## src/source/cache_pkg.sv

```systemverilog
package cache_pkg;

    localparam int addr_w         = 16;
    localparam int data_w         = 16;
    localparam int offset_w       = 3;  // byte offset within a line
    localparam int words_per_line = 4;

    // the low two bits of the wb and fill states give the line word
    // that the state works on
    typedef enum logic [3:0] {
        idle   = 4'h0,
        comp   = 4'h1,
        done   = 4'h2,
        wb_0   = 4'h4,
        wb_1   = 4'h5,
        wb_2   = 4'h6,
        wb_3   = 4'h7,
        fill_0 = 4'h8,  // read word 0
        fill_1 = 4'h9,
        fill_2 = 4'ha,  // word 0 back, read word 2
        fill_3 = 4'hb,
        fill_4 = 4'hc,
        fill_5 = 4'hd   // last word written, done
    } cntrl_state_e;

endpackage

```

## src/source/cache_cntrl.sv

```systemverilog
`timescale 1ns/10ps

module cache_cntrl
    import cache_pkg::*;
#(
    parameter int index_w = 8
) (
    input  logic                                  clk,
    input  logic                                  rst_n,
    input  logic                                  rd,
    input  logic                                  wr,
    input  logic [addr_w-1:0]                     addr,
    input  logic [data_w-1:0]                     data_in,
    output logic [data_w-1:0]                     data_out,
    output logic                                  done,
    output logic                                  stall,
    output logic                                  cache_hit,
    output logic                                  arr_en,
    output logic                                  arr_comp,
    output logic                                  arr_write,
    output logic                                  arr_valid_in,
    output logic [index_w-1:0]                    arr_index,
    output logic [offset_w-1:0]                   arr_offset,
    output logic [addr_w-index_w-offset_w-1:0]    arr_tag,
    output logic [data_w-1:0]                     arr_wdata,
    input  logic                                  arr_hit,
    input  logic                                  arr_valid,
    input  logic                                  arr_dirty,
    input  logic [addr_w-index_w-offset_w-1:0]    arr_tag_out,
    input  logic [data_w-1:0]                     arr_rdata,
    output logic [addr_w-1:0]                     mem_addr,
    output logic [data_w-1:0]                     mem_wdata,
    output logic                                  mem_write,
    output logic                                  mem_read,
    input  logic [data_w-1:0]                     mem_rdata
);

    localparam int tag_w = addr_w - index_w - offset_w;

    cntrl_state_e state;
    cntrl_state_e nxt_state;

    logic               rd_q;       // accepted request was a read
    logic               wr_q;       // accepted request was a write
    logic [data_w-1:0]  data_q;

    logic [index_w-1:0] index;
    logic [tag_w-1:0]   tag;
    logic [1:0]         req_word;
    logic [1:0]         st_word;
    logic [1:0]         fill_word;
    logic               is_wb;
    logic               fill_rd;
    logic               fill_wr;
    logic               capture;

    assign index    = addr[offset_w +: index_w];
    assign tag      = addr[addr_w-1 -: tag_w];
    assign req_word = addr[offset_w-1:1];

    assign st_word   = state[1:0];
    assign fill_word = st_word - 2'd2;  // returning data lags the read by two states

    assign arr_index = index;
    assign arr_tag   = tag;
    assign mem_wdata = arr_rdata;       // write-back streams the old line out

    always_comb begin
        nxt_state    = state;
        stall        = 1'b1;
        done         = 1'b0;
        arr_en       = 1'b0;
        arr_comp     = 1'b0;
        arr_write    = 1'b0;
        arr_valid_in = 1'b0;
        arr_offset   = addr[offset_w-1:0];
        arr_wdata    = data_in;
        mem_write    = 1'b0;
        mem_read     = 1'b0;
        is_wb        = 1'b0;
        fill_rd      = 1'b0;
        fill_wr      = 1'b0;

        case (state)
            idle: begin
                stall = 1'b0;
                if (rd || wr) begin
                    nxt_state = comp;
                end
            end
            comp: begin
                arr_en    = 1'b1;
                arr_comp  = 1'b1;
                arr_write = wr_q;
                if (arr_hit) begin
                    nxt_state = cache_pkg::done;  // the port shares this name
                end else if (arr_valid && arr_dirty) begin
                    nxt_state = wb_0;
                end else begin
                    nxt_state = fill_0;
                end
            end
            wb_0, wb_1, wb_2, wb_3: begin
                is_wb      = 1'b1;
                arr_en     = 1'b1;
                arr_offset = {st_word, 1'b0};
                mem_write  = 1'b1;
                nxt_state  = cntrl_state_e'(state + 4'd1);  // wb_3 runs into fill_0
            end
            fill_0, fill_1: begin
                fill_rd   = 1'b1;
                nxt_state = cntrl_state_e'(state + 4'd1);
            end
            fill_2, fill_3: begin
                fill_rd   = 1'b1;
                fill_wr   = 1'b1;
                nxt_state = cntrl_state_e'(state + 4'd1);
            end
            fill_4: begin
                fill_wr   = 1'b1;
                nxt_state = fill_5;
            end
            fill_5: begin
                fill_wr   = 1'b1;
                done      = 1'b1;
                nxt_state = idle;
            end
            cache_pkg::done: begin
                done      = 1'b1;
                nxt_state = idle;
            end
            default: begin
                nxt_state = idle;
            end
        endcase

        if (fill_wr) begin
            arr_en       = 1'b1;
            arr_write    = 1'b1;
            arr_valid_in = 1'b1;
            arr_offset   = {fill_word, 1'b0};
            if (!(wr_q && fill_word == req_word)) begin
                arr_wdata = mem_rdata;  // request word keeps data_in on a write miss
            end
            // the last fill word of a write miss goes in as a compare write
            // so the merged line ends up dirty
            arr_comp = wr_q & (state == fill_5);
        end

        if (fill_rd) begin
            mem_read = 1'b1;
        end
        mem_addr = {is_wb ? arr_tag_out : tag, index, st_word, 1'b0};
    end

    assign capture   = fill_wr & rd_q & (fill_word == req_word);
    assign data_out  = capture ? mem_rdata : data_q;  // word 3 only arrives in fill_5
    assign cache_hit = (state == cache_pkg::done);

    always_ff @(posedge clk) begin
        if (!rst_n) begin
            state <= idle;
            rd_q  <= 1'b0;
            wr_q  <= 1'b0;
        end else begin
            state <= nxt_state;
            if (state == idle) begin
                rd_q <= rd;
                wr_q <= wr & ~rd;  // read wins if both are up
            end
        end
    end

    always_ff @(posedge clk) begin
        if (state == comp) begin
            data_q <= arr_rdata;
        end else if (capture) begin
            data_q <= mem_rdata;
        end
    end

endmodule

```

## config.mk

```make
export PLATFORM = sky130hd
export DESIGN_NAME = cache_cntrl
export DESIGN_NICKNAME = d
export VERILOG_FILES = /design/src/source/cache_pkg.sv /design/src/source/cache_cntrl.sv
export SDC_FILE = /design/constraint.sdc
export NUM_CORES = 1
export LEC_CHECK = 0
export BUFFER_PORTS_ARGS = -buffer_cell sky130_fd_sc_hd__clkbuf_2
export CAP_MARGIN = 20
export CORE_AREA = 2 2 56 97
export CTS_CLUSTER_DIAMETER = 50
export CTS_CLUSTER_SIZE = 16
export DETAILED_ROUTE_END_ITERATION = 10
export DIE_AREA = 0 0 58 99
export PLACE_DENSITY = 0.83
export REMOVE_ABC_BUFFERS = 1
export SYNTH_ARGS = -nofsm -noshare
export SYNTH_HDL_FRONTEND = slang
export SYNTH_SLANG_ARGS = --single-unit
```

## constraint.sdc

```tcl
create_clock -name clk -period 6.6 [get_ports clk]
set_input_delay 0.66 -clock clk [delete_from_list [all_inputs] [get_ports clk]]
set_output_delay 0.66 -clock clk [all_outputs]
set_load 0.01 [all_outputs]
```

---- Word-level counts from Yosys, hierarchy flattened ----
Cells that the tools add are included.
operators by class
  add/sub/neg operators ................... 2
  equal/unequal tests ..................... 14
  muxes and demuxes ....................... 24
  bitwise logic cells ..................... 5
  reductions and logical operators ........ 10
operators by type and width
  operator                                                               count
  16-bit two-way mux                                                     4
  4-bit equality test, second input constant                             6
  4-bit by 3-bit equality test with 1-bit output, second input constant  4
  4-bit one-hot mux with 4 select lines                                  1
  1-bit two-way mux                                                      13
  4-bit two-way mux                                                      3
  4-bit OR reduction                                                     3
  8-bit OR reduction                                                     1
  3-bit two-way mux                                                      2
  5-bit two-way mux                                                      1
  5-bit OR reduction                                                     1
  4-bit by 1-bit adder with 4-bit output, second input constant          1
  1-bit AND                                                              4
  4-bit by 1-bit equality test with 1-bit output, second input constant  1
  4-bit by 2-bit equality test with 1-bit output, second input constant  1
  4-bit zero test                                                        1
  2-bit equality test                                                    1
  1-bit logical AND                                                      2
  2-bit inequality test, second input constant                           1
  2-bit OR reduction                                                     1
  2-bit subtractor, second input constant                                1
  1-bit logical OR                                                       1
  1-bit inverter                                                         1
word-level totals
  register bits ........................... 22
  output and inout bits ................... 89
  logic and storage cells ................. 59

---- Logic depth before layout (Yosys ltp) ----
  depth after elaboration ................. 7
  mapped depth ............................ 9

---- Worst setup path after synthesis ----
Ideal clock, no wire load.
  path type ............................... reg-to-output
  start point ............................. register state[0]
  end point ............................... output port arr_wdata[10]
  arrival ................................. 2047 ps
  required time ........................... 5940 ps
  setup slack ............................. 3893 ps
  stages on the path, launching flop included .. 9
  buffers on the path ..................... 1
  cell sequence ........................... dfxtp_1 > inv_1 > ha_1 > or3b_1 > o311ai_2 > inv_4 > nand2_4 > buf_6 > mux2_1
between the ends
  word-level cells in the longest chain between the ends .. 5
  elaborated cells between the ends (all ways) .. 11
  those cells by class .................... add/sub: 1; eq/ne: 5; mux: 3; reduce/logical: 2
RTL lines
  element                   RTL line            text
  start: declaration        cache_cntrl.sv:40   cntrl_state_e state;
  start signal: assignment  cache_cntrl.sv:162  state <= idle;
  start signal: assignment  cache_cntrl.sv:166  state <= nxt_state;
  2-bit subtractor          cache_cntrl.sv:62   assign fill_word = st_word - 2'd2;
  2-bit equality test       cache_cntrl.sv:142  if (!(wr_q && fill_word == req_word)) begin
  1-bit logical AND         cache_cntrl.sv:142
  16-bit two-way mux        cache_cntrl.sv:142
  16-bit two-way mux (*)    cache_cntrl.sv:137  if (fill_wr) begin
  end: declaration          cache_cntrl.sv:25   output logic [data_w-1:0] arr_wdata,
Every way passes the cells marked *; elsewhere a longest branch is shown, timed or not.

---- Worst setup path after layout ----
  start point ............................. register state[0]
  end point ............................... output port arr_wdata[1]
The elaborated chain is that of the path after synthesis.

==> run metrics <==
outcome finished clean; Non-Filler Cell Area, Final between 2000 and 2500 um2; Max Cap Viol 0; die width 58 um; CTS Buffer Depth 2; Initial Util 0.387; first-pass GRT wire length 8660 um; final-report setup violation count 0; crit path DAT between 2 and 3 ns; residual DRC count 0; min-delay src rd_q; Relative slew margins 0.429; layout cells sized above 1 0.481; # IOs around 170; Synth cell types 42; Tcrit/Tclk final 0.504; Crit path largest cell delay about 0.52 ns; Leakage approximately 0.0012 uW; Total GRT Usage 0.190; GPL Wtd Cong between 0.9 and 1; Critical Path Start state[0]; Slew Limit Fails 0; worst r2r src state[0]; CP Cell Sequence inv_1, ha_1, or3b_1, o311ai_2, inv_4, nand2_4, mux2_2, clkbuf_2; # hold bufs at CTS 0; critical path capture point type output port; antenna violations before repair 0; RSZ-0062 raised after global routing no; post-place setup slack around 3.5 ns; syn_area_per_cell slightly below 8 um2; Hold Path End rd_q; largest net degree at the start of global routing 35; setup ws final approximately 3.3 ns; Final Hold Fails 0; Setup CP Type reg -> out; ANT nets after route 0; final core utilization 0.479; startpoint types flip-flop; Clk pin slew, worst setup/hold paths approximately 0.08 ns; yosys warns 0; # port buffers between 100 and 150; Post-CTS Setup Inserts 0; Power Total just over 600 uW; synthesis-stage register bit count 22; Core Box Area a little under 5000 um2; Via Count 2100; sequential share of the synthesized area 0.230; number of gates resized after CTS 0; Power Dens Cells 257 nW/um2; clk_lat worst skew about 0.26 ns; Routed Wire Length around 5600 um; CTS sink count 22; most frequent cells in the layout 139 x clkbuf_2, 22 x nand2_1, 22 x dfxtp_1; Worst-Margin Slew approximately 0.85 ns; WHS Path Cells 2; Reg2Reg Setup Slack ~4.4 ns; DR WL/cell roughly 14 um; fmax roughly 0.3 GHz; CTS tree built; Area after DPL about 2300 um2; # nets final 418; hold crit path type reg -> reg; Async S/R FF share, synth 0; setup tns final 0 ns; Iter 0 DRT Violations 93; die extent in y between 90 and 100 um; fin crit period 3.33 ns; CTS H-tree lvls 1; most common cell after layout, fill and taps aside clkbuf_2; die area approximately 5700 um2; peak supply drop between 0.00015 and 0.0002 V; number of synthesized flops with an enable pin 0; grt total ovfl 0; Synth Cell Area between 1500 and 2000 um2; RR Endpoint data_q[2]; root buf cell clkbuf_8; Setup Skew between 0.003 and 0.004 ns; routed vias/inst between 5 and 6; vias in the first global route just under 2000; antenna cell count 0; WP data required roughly 5.9 ns; Crit Path Max Fanout 20; Detailed Routing Iterations Pass 1 4; worst reg-to-reg path cell count 7; Mapped Cells roughly 250; top_reg_cell synth dfxtp_1; number of CTS-inserted buffers 3; FP Rows 34; DP HPWL between 4000 and 5000 um; Worst path slowest cell dfxtp_1; area delta synth->final 23.8%
[cells in the mapped netlist, types with 3 or more instances]
cell	n	area, um2
mux2_2	11	124
mux2_1	11	124
buf_4	42	315
nor2_1	21	78.8
nand2_1	22	82.6
clkbuf_1	5	18.8
buf_6	3	33.8
o21ai_0	20	100
inv_1	5	18.8
buf_2	3	15.0
a31oi_1	16	100
nand3_1	20	100
and2_1	3	18.8
dfxtp_1	22	440
a21oi_1	6	30.0
ha_1	4	50.1
[metrics by stage]
| step | hold WS (ns) | cells |
|---|---|---|
| after floorplan | 0.452 | 193 |
| after global placement | 0.472 | 387 |
| after detailed placement | 0.485 | 387 |
| after CTS | 0.497 | 391 |
| after global routing | 0.521 | 391 |
| final | 0.493 | 391 |
[power by group]
group / internal, uW / switching, uW
clock network: 80.9 / 43.7
registers: 182 / 16.7
logic: 121 / 162
total: 385 / 223
[per-layer routing]
metal / routed length, um / GRT usage
met1: 1860 / 0.183
met2: 2940 / 0.349
met3: 643 / 0.0656
met4: 119 / 0.0841
met5: 0 / 0
[critical path, delay by kind of cell (launching register included)]
family          cells  cell delay, ns
compound gates      1            0.13
fa+ha+maj           1            0.30
mux                 1            0.36
simple gates        2            0.66
buf+inv             3            0.42
flops               1            0.52
[sequential cells by signal (all words and copies together) (netlist names)]
| signal | flops |
|---|---|
| wr_q | 1 |
| data_q | 16 |
| rd_q | 1 |
| state | 4 |
[worst max-delay path by stage]
stage / endpoint / cells past startpoint
2_1_floorplan: arr_wdata[10] / 6
3_3_place_gp: arr_wdata[1] / 8
3_5_place_dp: arr_wdata[2] / 8
4_1_cts: arr_wdata[2] / 8
5_1_grt: arr_offset[1] / 7
6_report: arr_wdata[1] / 8
[cell families (layout without fill, tap and decap cells)]
group,count (synthesis),count (layout),share of synthesized area
buffers and inverters,60,150,0.216
muxes,22,22,0.130
other,1,1,0.00196
adders and majority gates,4,4,0.0262
and+or+nand+nor,80,80,0.206
DFF,22,22,0.230
xor gates and xnor gates,3,3,0.0137
AOI/OAI and AO/OA,55,55,0.177
[layout make-up]
class                           count  area (um2)
Clock buffer                        3        41.3
Clock inverter                      1        30.0
Fill cell                         500        2570
Inverter                            6        25.0
Multi-Input combinational cell    165        1060
Sequential cell                    22         440
Tap cell                           54        67.6
Timing Repair Buffer              140         703
Power figures use the tool's default switching activity.
